--- config.mk ---
export PLATFORM = sky130hd
export DESIGN_NAME = cache_stage1_flat
export DESIGN_NICKNAME = d
export VERILOG_FILES = /design/src/cache_pkg.sv /design/src/cache_if.sv /design/src/cache_stage1.sv /design/src/flat_wrapper.sv
export VERILOG_INCLUDE_DIRS = /design/src /design/src/src
export SDC_FILE = /design/constraint.sdc
export NUM_CORES = 1
export LEC_CHECK = 0
export BUFFER_PORTS_ARGS = -buffer_cell sky130_fd_sc_hd__buf_2
export CORE_MARGIN = 5
export CORE_UTILIZATION = 35
export CTS_CLUSTER_SIZE = 40
export DETAILED_ROUTE_END_ITERATION = 10
export PLACE_DENSITY = 0.69
export SLEW_MARGIN = 25
export SYNTH_ARGS = -nofsm -noshare
export SYNTH_HDL_FRONTEND = slang
export SYNTH_SLANG_ARGS = --single-unit
--- constraint.sdc ---
create_clock -name clk -period 3.7 [get_ports clk]
set_input_delay 0.555 -clock clk [delete_from_list [all_inputs] [get_ports clk]]
set_output_delay 0.555 -clock clk [all_outputs]
set_load 0.02 [all_outputs]
--- src/cache_config.svh ---
`ifndef CACHE_CONFIG_SVH
`define CACHE_CONFIG_SVH

// four-way, 16 sets, 32-byte lines
`define WAYS        4
`define SET_BITS    4
`define OFFSET_BITS 5

// address bits above set and offset
`define TAG_BITS    23

`define LINE_BITS   256

`endif

--- src/cache_pkg.sv ---
`default_nettype none
`include "cache_config.svh"

package cache_pkg;

    typedef struct packed {
        logic [`TAG_BITS-1:0]    tag;
        logic [`SET_BITS-1:0]    set;
        logic [`OFFSET_BITS-1:0] offset;
    } addr_fields_t;

    // one word, read raw or split into fields
    typedef union packed {
        logic [31:0]  raw;
        addr_fields_t f;
    } cache_addr_u;

    typedef struct packed {
        cache_addr_u addr;
        logic [3:0]  rmask;
        logic [3:0]  wmask;
        logic [31:0] wdata;
    } stage_reg_t;

    typedef enum logic [1:0] {
        MISS_IDLE,
        MISS_WB,      // dirty victim out
        MISS_FILL,    // line in, written on resp
        MISS_INSTALL  // re-read of the new line
    } miss_state_t;

endpackage

`default_nettype wire

--- src/cache_if.sv ---
`timescale 1ns/100ps
`default_nettype none
`include "cache_config.svh"

// per-way lookup results for the set in stage 2
interface array_rd_if;
    logic [`SET_BITS-1:0]  set;
    logic [`WAYS-1:0]      valid;
    logic [`WAYS-1:0]      dirty;
    logic [`TAG_BITS-1:0]  tag  [`WAYS];
    logic [`LINE_BITS-1:0] data [`WAYS];

    modport issue  (output set);
    modport array  (input set, output valid, dirty, tag, data);
    modport lookup (input valid, dirty, tag, data);
endinterface


`default_nettype wire

--- src/cache_stage1.sv ---
`timescale 1ns/100ps
`default_nettype none

module cache_stage1 (
    input  logic                  clk,
    input  logic                  rst,
    input  logic [31:0]           ufp_addr,
    input  logic [3:0]            ufp_rmask,
    input  logic [3:0]            ufp_wmask,
    input  logic [31:0]           ufp_wdata,
    input  logic                  halt,
    input  logic                  replay,
    output logic                  ufp_ready,
    output cache_pkg::stage_reg_t stage_reg,
    output logic                  stage_live,
    array_rd_if.issue             rd
);

    cache_pkg::cache_addr_u in_addr;
    logic                   ready_q;
    logic                   hold;
    logic                   request;

    assign in_addr.raw = ufp_addr;
    assign hold        = halt | replay;
    assign request     = (ufp_rmask != 4'b0) || (ufp_wmask != 4'b0);
    assign ufp_ready   = ready_q & ~hold;

    // held set re-reads the arrays while stage 2 works on it
    assign rd.set = hold ? stage_reg.addr.f.set : in_addr.f.set;

    always_ff @(posedge clk) begin
        if (rst) begin
            ready_q    <= 1'b0;
            stage_live <= 1'b0;
        end else begin
            ready_q <= 1'b1;
            if (ufp_ready) begin
                stage_live <= request;
            end
        end
    end

    always_ff @(posedge clk) begin
        if (ufp_ready) begin
            stage_reg.addr  <= in_addr;
            stage_reg.rmask <= ufp_rmask;
            stage_reg.wmask <= ufp_wmask;
            stage_reg.wdata <= ufp_wdata;
        end
    end

    // stage 2 only holds a live request
    a_hold_keeps_request: assert property (
        @(posedge clk) disable iff (rst)
        (halt || replay) |-> stage_live
    ) else $error("cache_stage1: hold without a live request addr=%h",
                  stage_reg.addr.raw);

endmodule

`default_nettype wire

--- src/flat_wrapper.sv ---
// flat-port wrapper written by rule: the top's interface ports become plain ports
module cache_stage1_flat 
  (clk, rst, ufp_addr, ufp_rmask, ufp_wmask, ufp_wdata, halt, replay, ufp_ready, stage_reg, stage_live, rd_set);
  array_rd_if rd_i ();
  input  logic clk;
  input  logic rst;
  input  logic [31:0] ufp_addr;
  input  logic [3:0] ufp_rmask;
  input  logic [3:0] ufp_wmask;
  input  logic [31:0] ufp_wdata;
  input  logic halt;
  input  logic replay;
  output logic ufp_ready;
  output cache_pkg::stage_reg_t stage_reg;
  output logic stage_live;
  output wire logic [$bits(rd_i.set)-1:0] rd_set;
  assign rd_set = rd_i.set;
  cache_stage1 u_core (.clk(clk), .rst(rst), .ufp_addr(ufp_addr), .ufp_rmask(ufp_rmask), .ufp_wmask(ufp_wmask), .ufp_wdata(ufp_wdata), .halt(halt), .replay(replay), .ufp_ready(ufp_ready), .stage_reg(stage_reg), .stage_live(stage_live), .rd(rd_i));
endmodule
==> summary.txt <==
Route
  • Remaining DRCs: 0
  • Number of routed nets with antenna violations: 0
  • Drt wl/cell: about 15 um
  • First-pass detailed-route iteration total: 4
  • Initial detailed-routing violation count: 72
  • Vias per cell: between 4 and 5
  • DR vias: between 1000 and 1500
  • Routed WL: around 5.1 mm

Worst setup path
  • CP dominant cell by count: buf_2
  • WP buf/inv: 2
  • CP max stage cell: mux2_2
  • Worst setup EP type: primary output
  • Worst EP arrival: roughly 1.4 ns
  • Crit Path Category: in -> out
  • Cell Chain, Critical Path: buf_2 > nor2_4 > mux2_2 > buf_2
  • Crit path max fanout: 4
  • WP data required: roughly 3.1 ns
  • Startpoint types: input port
  • Largest delay share family, worst path: multiplexers
  • Worst path max stage delay: 0.35 ns

Synth
  • Synthesized area: 2305 um2
  • Synth warnings: 0
  • Syn Inst Count: 85
  • Total nets after synthesis: 161
  • Post-synth cell types: 9
  • Post-synthesis sequential area ratio: 0.9555
  • #FFs+latches synth: 74
  • Avg Synthesized Cell Area: approximately 27 um2

Global routing
  • Vias in the first global route: between 1500 and 2000
  • First-pass GRT wire length: between 7 and 8 mm
  • Largest net degree at the start of global routing: 75
  • Initial antenna violation count: 2
  • Total gr overflow: 0
  • Total track usage: 0.1213

Placement
  • Detail Placement HPWL: between 3 and 4 mm
  • Dpl ws: around 1.6 ns
  • Final GP Congestion: around 0.77
  • Input/output buffers: between 150 and 200

Timing
  • Setup TNS: 0 ns
  • Worst slew pin tran: around 0.89 ns
  • Final setup margin: between 1.5 and 2 ns
  • FMAX: ~520 MHz
  • Slew Limit Fails: 0
  • Max_slew headroom: 0.4056
  • Minimum clock period: roughly 1.9 ns
  • Fin. Hold Viols: 0
  • Period utilization: 0.5155
  • # setup viols final: 0
  • Worst clock skew: 0.005560 ns
  • RSZ-0062 raised after global routing: no

Floorplanning
  • Core ar.: roughly 6400 um2
  • Die ar.: between 8000 and 9000 um2
  • Die Wd: ~91 um
  • Top Ports: approximately 150
  • Row count: 29
  • Die H: about 90 um
  • Initial core utilization: 0.3609

Clocking
  • Number of H-tree levels: 3
  • CTS root buf: clkbuf_8
  • Clock tree buffer depth: 2
  • CTS Sinks: between 70 and 80
  • Post-cts repair resize count: 0
  • CTS tree: yes
  • Post CTS Setup Buffer Count: 0
  • Hold-fix buffer count after cts: 0
  • Clk pin slew, worst setup/hold paths: approximately 0.08 ns
  • Num CTS Buffers: 9
  • Worst-Skew Late Latency: 0.33 ns

Pwr
  • Leakage: 1.424 nW
  • Tot Pwr: about 1.7 mW
  • Power Density: about 510 nW/um2
  • Worst vdd ir: 0.2805 mV

Min path
  • Hold WC Path Type: in -> reg

Final layout
  • Largest register FFs: 72
  • Synthesis-to-finish area growth: 47.23%
  • Layout cell share with drive strength beyond 1: 0.6863
  • Area taken by flip-flops and latches: about 2200 um2
  • Layout fillers: around 570
  • Multi-input logic area: around 100 um2
  • Fin nets: ~330

Status
  • Outcome: finished, final reports clean

Flow run
  • Max Cap Viol: 0
[per-layer routing]
metal	share of wire	vias to the layer above	GRT usage
met5	0.0025	-	0
li1	-	675	-
met4	0.032	2	0.06235
met1	0.37	657	0.1322
met3	0.14	18	0.07107
met2	0.46	109	0.1869
[cells in the mapped netlist]
cell	n	area share
edfxtp_1	72	0.94
nor3b_4	1	0.0081
mux2_2	4	0.020
inv_1	1	0.0016
nor2_4	1	0.0049
a31oi_1	1	0.0027
nor4_1	2	0.0054
dfxtp_1	2	0.017
o21ai_1	1	0.0022
[where the power goes]
part	switching (mW)	total (mW)	internal (mW)
clock	0.293	0.672	0.378
sequential	0.00526	0.953	0.947
combinational	0.0673	0.115	0.0482
total	0.366	1.74	1.37
[worst paths after layout]
path / startpoint / endpoint / slack (ns) / depth (start not counted)
setup / recovery: replay / rd_set[1] / 1.79 / 4
hold / removal: rst / u_core.ready_q$_DFF_P_ / 0.39 / 2
setup reg to reg: u_core.ready_q$_DFF_P_ / u_core.stage_reg[8]$_DFFE_PP_ / 2.08 / 2
hold reg to reg: u_core.stage_live$_SDFFE_PP0P_ / u_core.stage_live$_SDFFE_PP0P_ / 0.53 / 2
[stage by stage]
stage                     hold WS, ns  area, um2    util  cells
after global routing           0.3613       3393  0.5313    333
after global placement         0.5107       3174  0.4971    316
final                          0.3903       3393  0.5313    333
after floorplan                0.5840       2305       -     85
after detailed placement       0.5235       3174  0.4971    316
after CTS                      0.3699       3391  0.5310    332
[placed cells by master, fill, tap and decap left out, types with 2 or more instances in the layout]
master      Yosys  final
clkbuf_8        0      9
bufinv_16       0      2
clkinvlp_4      0      2
buf_2           0    153
nor4_1          2      2
dfxtp_1         2      2
mux2_2          4      4
edfxtp_1       72     72
[cell type report]
class	instances	area share
timing repair buffer	154	0.2279
antenna	1	0.0007375
inverter	1	0.001106
clock buffer	9	0.03650
clock inverter	7	0.02729
sequential	74	0.6490
tap	77	0.02839
multi-input combinational	10	0.02913
[logic make-up (layout without fill, tap and decap cells)]
| kind of cell | after synthesis | count (layout) | share of synthesized area |
|---|---|---|---|
| flops | 74 | 74 | 0.9555 |
| buf+inv | 1 | 171 | 0.001627 |
| compound gates | 2 | 2 | 0.004886 |
| simple gates | 4 | 4 | 0.01846 |
| other cells | 0 | 1 | 0 |
| mux | 4 | 4 | 0.01954 |
(Power assumes the default switching activity.)
