$ cat src/cache_config.svh
`ifndef CACHE_CONFIG_SVH
`define CACHE_CONFIG_SVH

// four-way, 16 sets, 32-byte lines
`define WAYS        4
`define SET_BITS    4
`define OFFSET_BITS 5

// address bits above set and offset
`define TAG_BITS    23

`define LINE_BITS   256

`endif

$ cat src/plru_tree.sv
`timescale 1ns/100ps
`default_nettype none
`include "cache_config.svh"

module plru_tree (
    input  logic                 clk,
    input  logic                 rst,
    input  logic [`SET_BITS-1:0] set,
    input  logic                 update,
    input  logic [1:0]           hit_way,
    output logic [1:0]           victim_way
);

    localparam int SETS = 1 << `SET_BITS;

    // bit 0 root, bit 1 leaf of ways 0/1, bit 2 leaf of ways 2/3
    logic [2:0] tree [SETS];
    logic [2:0] cur;

    assign cur        = tree[set];
    assign victim_way = cur[0] ? {1'b1, cur[2]} : {1'b0, cur[1]};

    always_ff @(posedge clk) begin
        if (rst) begin
            for (int s = 0; s < SETS; s++) begin
                tree[s] <= 3'b000;
            end
        end else if (update) begin
            tree[set][0] <= ~hit_way[1];       // root away from hit half
            if (hit_way[1]) begin
                tree[set][2] <= ~hit_way[0];
            end else begin
                tree[set][1] <= ~hit_way[0];
            end
        end
    end

endmodule

`default_nettype wire

$ cat config.mk
export PLATFORM = sky130hd
export DESIGN_NAME = plru_tree
export DESIGN_NICKNAME = d
export VERILOG_FILES = /design/src/plru_tree.sv
export VERILOG_INCLUDE_DIRS = /design/src /design/src/src
export SDC_FILE = /design/constraint.sdc
export NUM_CORES = 1
export LEC_CHECK = 0
export BUFFER_PORTS_ARGS = -buffer_cell sky130_fd_sc_hd__buf_2
export CORE_ASPECT_RATIO = 1.25
export CORE_MARGIN = 2
export CORE_UTILIZATION = 60
export CTS_BUF_LIST = sky130_fd_sc_hd__clkbuf_4 sky130_fd_sc_hd__clkbuf_8
export DETAILED_ROUTE_END_ITERATION = 12
export PLACE_DENSITY = 0.74
export SYNTH_ARGS = -nofsm -noshare
export SYNTH_HDL_FRONTEND = slang
export SYNTH_SLANG_ARGS = --single-unit
$ cat constraint.sdc
create_clock -name clk -period 1.9 [get_ports clk]
set_input_delay 0.19 -clock clk [delete_from_list [all_inputs] [get_ports clk]]
set_output_delay 0.19 -clock clk [all_outputs]
set_load 0.05 [all_outputs]
==> results of run 1 <==
[report_power, final]
group	total, µW	switching [µW]	internal, µW
clock	581	316	265
sequential	1240	18.3	1220
combinational	319	171	148
[metal layers]
metal / vias up / share of wire (%)
li1: 832 / -
met1: 883 / 41
met2: 43 / 54
met3: 11 / 3.5
met4: 0 / 1.8
met5: - / 0
[synth_stat cells]
master / instances / area, µm²
clkbuf_1: 17 / 63.8
a31o_2: 12 / 105
nor2_1: 34 / 128
nand2b_1: 17 / 106
nand2_1: 15 / 56.3
nor3_1: 16 / 80.1
nor2b_1: 4 / 25.0
or2_2: 16 / 100
and4b_1: 1 / 10.0
buf_2: 5 / 25.0
mux4_2: 6 / 135
nand3_1: 9 / 45.0
a22oi_1: 3 / 22.5
edfxtp_1: 48 / 1440
mux2_4: 1 / 15.0
buf_6: 1 / 11.3
nand3_2: 1 / 10.0
buf_12: 1 / 20.0
nor4bb_1: 2 / 20.0
nor4b_2: 1 / 15.0
mux4_1: 6 / 158
buf_1: 2 / 7.51
a41o_1: 4 / 40.0
[path summary, 6_finish.rpt]
check                  start            end  slack (ps)  cells past startpoint
hold / removal           rst     tree[8][0]         430                      2
setup / recovery  tree[3][0]  victim_way[0]        -230                      5
[logic make-up after synthesis]
| logic type | Yosys count |
|---|---|
| flops | 48 |
| simple gates | 116 |
| compound gates | 19 |
| mux | 13 |
| buf+inv | 26 |
[critical path: stages, from the launching register on]
cell,delay (ps)
edfxtp_1,380
mux4_2,490
a22oi_2,220
nand3_4,90
mux2_4,310
buf_6,150
[timing repair]
| action | CTS | global route |
|---|---|---|
| endpoints found under the setup margin | 2 | 2 |
| resized for setup | 3 | 4 |
| buffers inserted | 0 | 1 |
| pin swaps | 1 | 0 |
[placed cells by master (no fill, tap or decap), drive strengths merged]
| cell type | n |
|---|---|
| nor3 | 16 |
| nor4b | 1 |
| nor2 | 34 |
| a22oi | 3 |
| and4b | 1 |
| clkbuf | 6 |
| nand2 | 15 |
| or2 | 16 |
| clkinv | 1 |
| buf | 28 |
| nor4bb | 2 |
| mux4 | 12 |
| mux2 | 1 |
| nand2b | 17 |
| nand3 | 10 |
| edfxtp | 48 |
| a31o | 12 |
| a41o | 4 |
| nor2b | 4 |
[layout make-up]
| type | instances | area share (%) |
|---|---|---|
| clock inverters | 1 | 0.173 |
| flip-flops and latches | 48 | 49.9 |
| well taps | 58 | 2.51 |
| multi-input cells | 148 | 37.4 |
| repair buffers | 28 | 7.41 |
| clock buffers | 6 | 2.64 |
[through the flow]
step / area [µm²] / utilization, % / TNS, ps / total power [µW]
floorplan: 2650 / - / 0 / 1480
global placement: 2790 / 64.5 / -205 / 1550
detailed placement: 2790 / 64.5 / -579 / 1560
CTS: 2870 / 66.4 / -272 / 2120
global route: 2890 / 66.8 / -394 / 2190
finish: 2890 / 66.8 / -281 / 2140
==> results.py, run 1 <==
metrics = {
    "finish": {
        "multi_input_area_um2": 1080,
        "largest_reg_flops": 48,
        "syn_to_final_growth_pct": 9.43,
        "top_register": "tree",
        "nets": 240,
        "reg.largest.list": "tree x48",
        "n_antenna_cell": 0,
        "seq_area_um2": 1440,
        "drive_gt1_share_pct": 32.0,
        "final_cells": 289,
        "fill_cells": 348,
    },
    "worst_setup_path": {
        "cp.arrival_ps": 1940,
        "required_ps": 1710,
        "cp_max_fo": 2,
        "cp-start-kind": "flop",
        "endpoint_kind": "primary output",
        "crit_type": "reg2out",
    },
    "place": {
        "hpwlAfterDp_um": 3670,
        "dpl_worst_slack_ps": -245,
        "dp.cells": 281,
        "place_congestion": 0.842,
        "port_buffers": 10,
    },
    "global_route": {
        "grt_use_met1_pct": 27.5,
        "grt_pass1_wl_um": 8400,
        "grt_max_degree": 35,
        "grtUsageTotal_pct": 22.3,
        "top_usage_layer": "met2",
        "grt_pass1_vias": 1790,
        "antenna_found_initial": 0,
        "grt-ovfl-total": 0,
        "met3_usage_pct": 3.15,
        "grt_util_met2_pct": 39.8,
    },
    "sta": {
        "max-slew-margin-rel_pct": 56.8,
        "setup_violations": 2,
        "fin_crit_ps": 2130,
        "finalHoldViolations": 0,
        "layout_setup_ws_ps": -229,
        "final_max_slew_viol_count": 0,
        "period_share_pct": 112,
        "max_freq_mhz": 470,
        "worst_hold_slack_ps": 426,
        "tightestPinTransition_ps": 647,
        "rsz0062_at_grt": "true",
    },
    "floorplan": {
        "die_x_um": 63.3,
        "start_util_pct": 61.1,
        "die_h_um": 78.2,
        "die-area_um2": 4950,
        "io_pins": 11,
        "rows": 27,
        "fp.coreArea_um2": 4320,
    },
    "yosys": {
        "yosys.area_share.adder_pct": 0,
        "synth_mux_area_share_pct": 11.7,
        "ys_ff_latch": 48,
        "ys_types": 23,
        "yosys_warnings": 0,
        "synth_top_family_by_area": "simple AND/OR/NAND/NOR gates",
        "synth_compound_gate_area_share_pct": 6.35,
        "syn_area_per_cell_um2": 11.9,
        "synth_xor_area_share_pct": 0,
        "syn_inst": 222,
        "synthSimpleGateAreaFrac_pct": 22.6,
        "ys_seq_area_share_pct": 54.6,
        "syn-num-nets": 231,
        "syn_area_um2": 2640,
    },
    "detailed_routing": {
        "drc": 0,
        "avgRoutedWirePerCell_um": 17.9,
        "first_pass_iters": 4,
        "vias": 1769,
        "drt-vias-per-instance": 6.12,
        "drt_iter0_drc": 106,
        "routed_wl_um": 5170,
        "drtAntennaViolNets": 0,
    },
    "cts": {
        "cts_hold_buf": 0,
        "clockRootBuffer": "clkbuf_8",
        "cts_tree": "done",
        "clkSinkCount": 48,
        "clockBufferDepth": 2,
        "clk_pin_slew_ps": 80,
        "numCtsBuffers": 5,
        "htree_levels": 2,
    },
    "hold_path": {
        "hp-class": "in2reg",
    },
    "power_and_ir_drop": {
        "vdd_drop_max_mv": 0.473,
        "p_per_area_nw_per_um2": 740,
        "p_leak_uw": 0.00105,
    },
    "status": {
        "violations": "setup timing",
        "status": "complete, but fails checks",
    },
    "job": {
        "drv_cap": 0,
    },
}
Note: power is estimated with default switching activity, not from simulation.
==> inputs of run 2 (changes only) <==
==> constraint.sdc (replaced) <==
create_clock -name clk -period 2 [get_ports clk]
set_input_delay 0.2 -clock clk [delete_from_list [all_inputs] [get_ports clk]]
set_output_delay 0.2 -clock clk [all_outputs]
set_load 0.05 [all_outputs]
==> run 2 against run 1 <==
Compared with the run above: the run still ends with setup timing left; clock-buffer cell count shrank 1; first-iteration DRC count grew 37%; sequential power shrank 5%; power grew 0.99%; clock power grew 16%; utilization grew 0.72 points; final cell count grew 1.4%; global-route usage grew 1.3 points; routed wire length grew 2.4%; die area is the same; critical path depth is the same; critical endpoint unchanged; largest power group unchanged.
==> results.py, run 2 (synthesis results as in run 1) <==
metrics = {
    "floorplan": {
        "fp.coreArea_um2": 4320,
        "die-area_um2": 4950,
        "die_x_um": 63.3,
        "rows": 27,
        "start_util_pct": 61.1,
        "die_h_um": 78.2,
        "io_pins": 11,
    },
    "worst_setup_path": {
        "cp_max_fo": 2,
        "crit_type": "reg2out",
        "cp.arrival_ps": 1930,
        "crit_chain": "mux4_2, a22oi_2, nand3_2, mux2_4, buf_6",
        "cpPeakStageDelay_ps": 490,
        "endpoint_kind": "primary output",
        "cp-start-kind": "flop",
        "cpMaxStageDelayCell": "mux4_2",
        "required_ps": 1800,
    },
    "finish": {
        "largest_reg_flops": 48,
        "final_cell_mix": "edfxtp_1 (48), nor2_1 (34), buf_4 (20)",
        "n_antenna_cell": 0,
        "seq_area_um2": 1440,
        "fill_cells": 340,
        "syn_to_final_growth_pct": 10.6,
        "final_cells": 293,
        "nets": 243,
        "drive_gt1_share_pct": 32.3,
        "multi_input_area_um2": 1070,
        "final_common_cell": "edfxtp_1",
        "reg.largest.list": "tree x48",
        "top_register": "tree",
    },
    "cts": {
        "cts_tree": "done",
        "clkSinkCount": 48,
        "clockRootBuffer": "clkbuf_8",
        "numCtsBuffers": 5,
        "clk_pin_slew_ps": 80,
        "htree_levels": 2,
        "clockBufferDepth": 2,
    },
    "place": {
        "place_congestion": 0.937,
        "dpl_worst_slack_ps": -49.2,
        "hpwlAfterDp_um": 3750,
        "port_buffers": 10,
        "dp.cells": 284,
    },
    "sta": {
        "finalHoldViolations": 0,
        "setup_violations": 2,
        "period_share_pct": 107,
        "rsz0062_at_grt": "true",
        "tightestPinTransition_ps": 400,
        "final_max_slew_viol_count": 0,
        "worst_hold_slack_ps": 290,
        "fin_setup_tns_ps": -189,
        "max_freq_mhz": 469,
        "max-slew-margin-rel_pct": 73.4,
        "fin_crit_ps": 2130,
        "layout_setup_ws_ps": -131,
    },
    "power_and_ir_drop": {
        "power_frac_clock_pct": 31.1,
        "p_int_uw": 1670,
        "vdd_drop_max_mv": 0.589,
        "sw_frac_of_total_pct": 22.7,
        "p_leak_uw": 0.00107,
        "pwr-share-seq_pct": 54.6,
        "power_switching_uw": 490,
        "p_per_area_nw_per_um2": 739,
        "comb_power_share_pct": 14.2,
    },
    "hold_path": {
        "hp-class": "in2reg",
        "min_delay_path_depth": 2,
    },
    "job": {
        "drv_cap": 0,
    },
    "status": {
        "status": "complete, but fails checks",
        "violations": "setup timing",
    },
    "detailed_routing": {
        "drtAntennaViolNets": 0,
        "avgRoutedWirePerCell_um": 18.1,
        "drt-vias-per-instance": 6.10,
        "first_pass_iters": 6,
        "drc": 0,
        "drt_iter0_drc": 145,
        "routed_wl_um": 5290,
        "vias": 1787,
    },
    "global_route": {
        "grt_pass1_wl_um": 8830,
        "grt_pass1_vias": 1776,
        "grtUsageTotal_pct": 23.6,
        "grt-ovfl-total": 0,
        "antenna_found_initial": 0,
        "grt_max_degree": 49,
    },
}
## run 2: area by class of cell
| cell class | count | area share (%) |
|---|---|---|
| multi-input cells | 148 | 36.7 |
| repair buffers | 31 | 7.80 |
| clock buffers | 5 | 2.36 |
| flip-flops and latches | 48 | 49.4 |
| well taps | 58 | 2.49 |
| clock inverters | 3 | 1.29 |
## run 2: worst paths after layout
path | from | endpoint | slack, ps
setup / recovery | tree[2][0] | victim_way[0] | -130
hold / removal | hit_way[1] | tree[6][1] | 290
## run 2: routing by layer
| metal | global-route usage, % | up-vias | wire length [µm] |
|---|---|---|---|
| met4 | 7.39 | 0 | 95 |
| met1 | 30.5 | 894 | 2150 |
| met2 | 39.8 | 46 | 2840 |
| met5 | 0 | - | 0 |
| li1 | - | 837 | - |
| met3 | 5.30 | 10 | 203 |
## run 2: what timing repair did
item / in CTS / in global routing
gates resized for setup: 5 / 3
pin swaps: 0 / 0
buffers inserted: 0 / 1
endpoints found under the setup margin: 2 / 2
hold buffers: 0 / 0
## run 2: critical path, delay by kind of cell (launching register included)
kind	cells	cell delay, ps
muxes	2	800
DFF	1	370
AOI/OAI and AO/OA	1	180
buffers and inverters	1	150
and+or+nand+nor	1	120
## run 2: metrics by stage
stage	util (%)	power, µW	instance area [µm²]
finish	67.5	2160	2920
global route	67.5	2230	2920
CTS	67.1	2150	2900
detailed placement	64.4	1480	2790
global placement	64.4	1470	2790
floorplan	-	1400	2640
## run 2: power groups by stage
stage / Sequential [µW] / Clock (µW) / Combinational, µW
2_1_floorplan: 1190 / 0 / 216
3_3_place_gp: 1200 / 0 / 272
3_5_place_dp: 1200 / 0 / 281
4_1_cts: 1180 / 676 / 294
5_1_grt: 1180 / 720 / 328
6_report: 1180 / 672 / 307
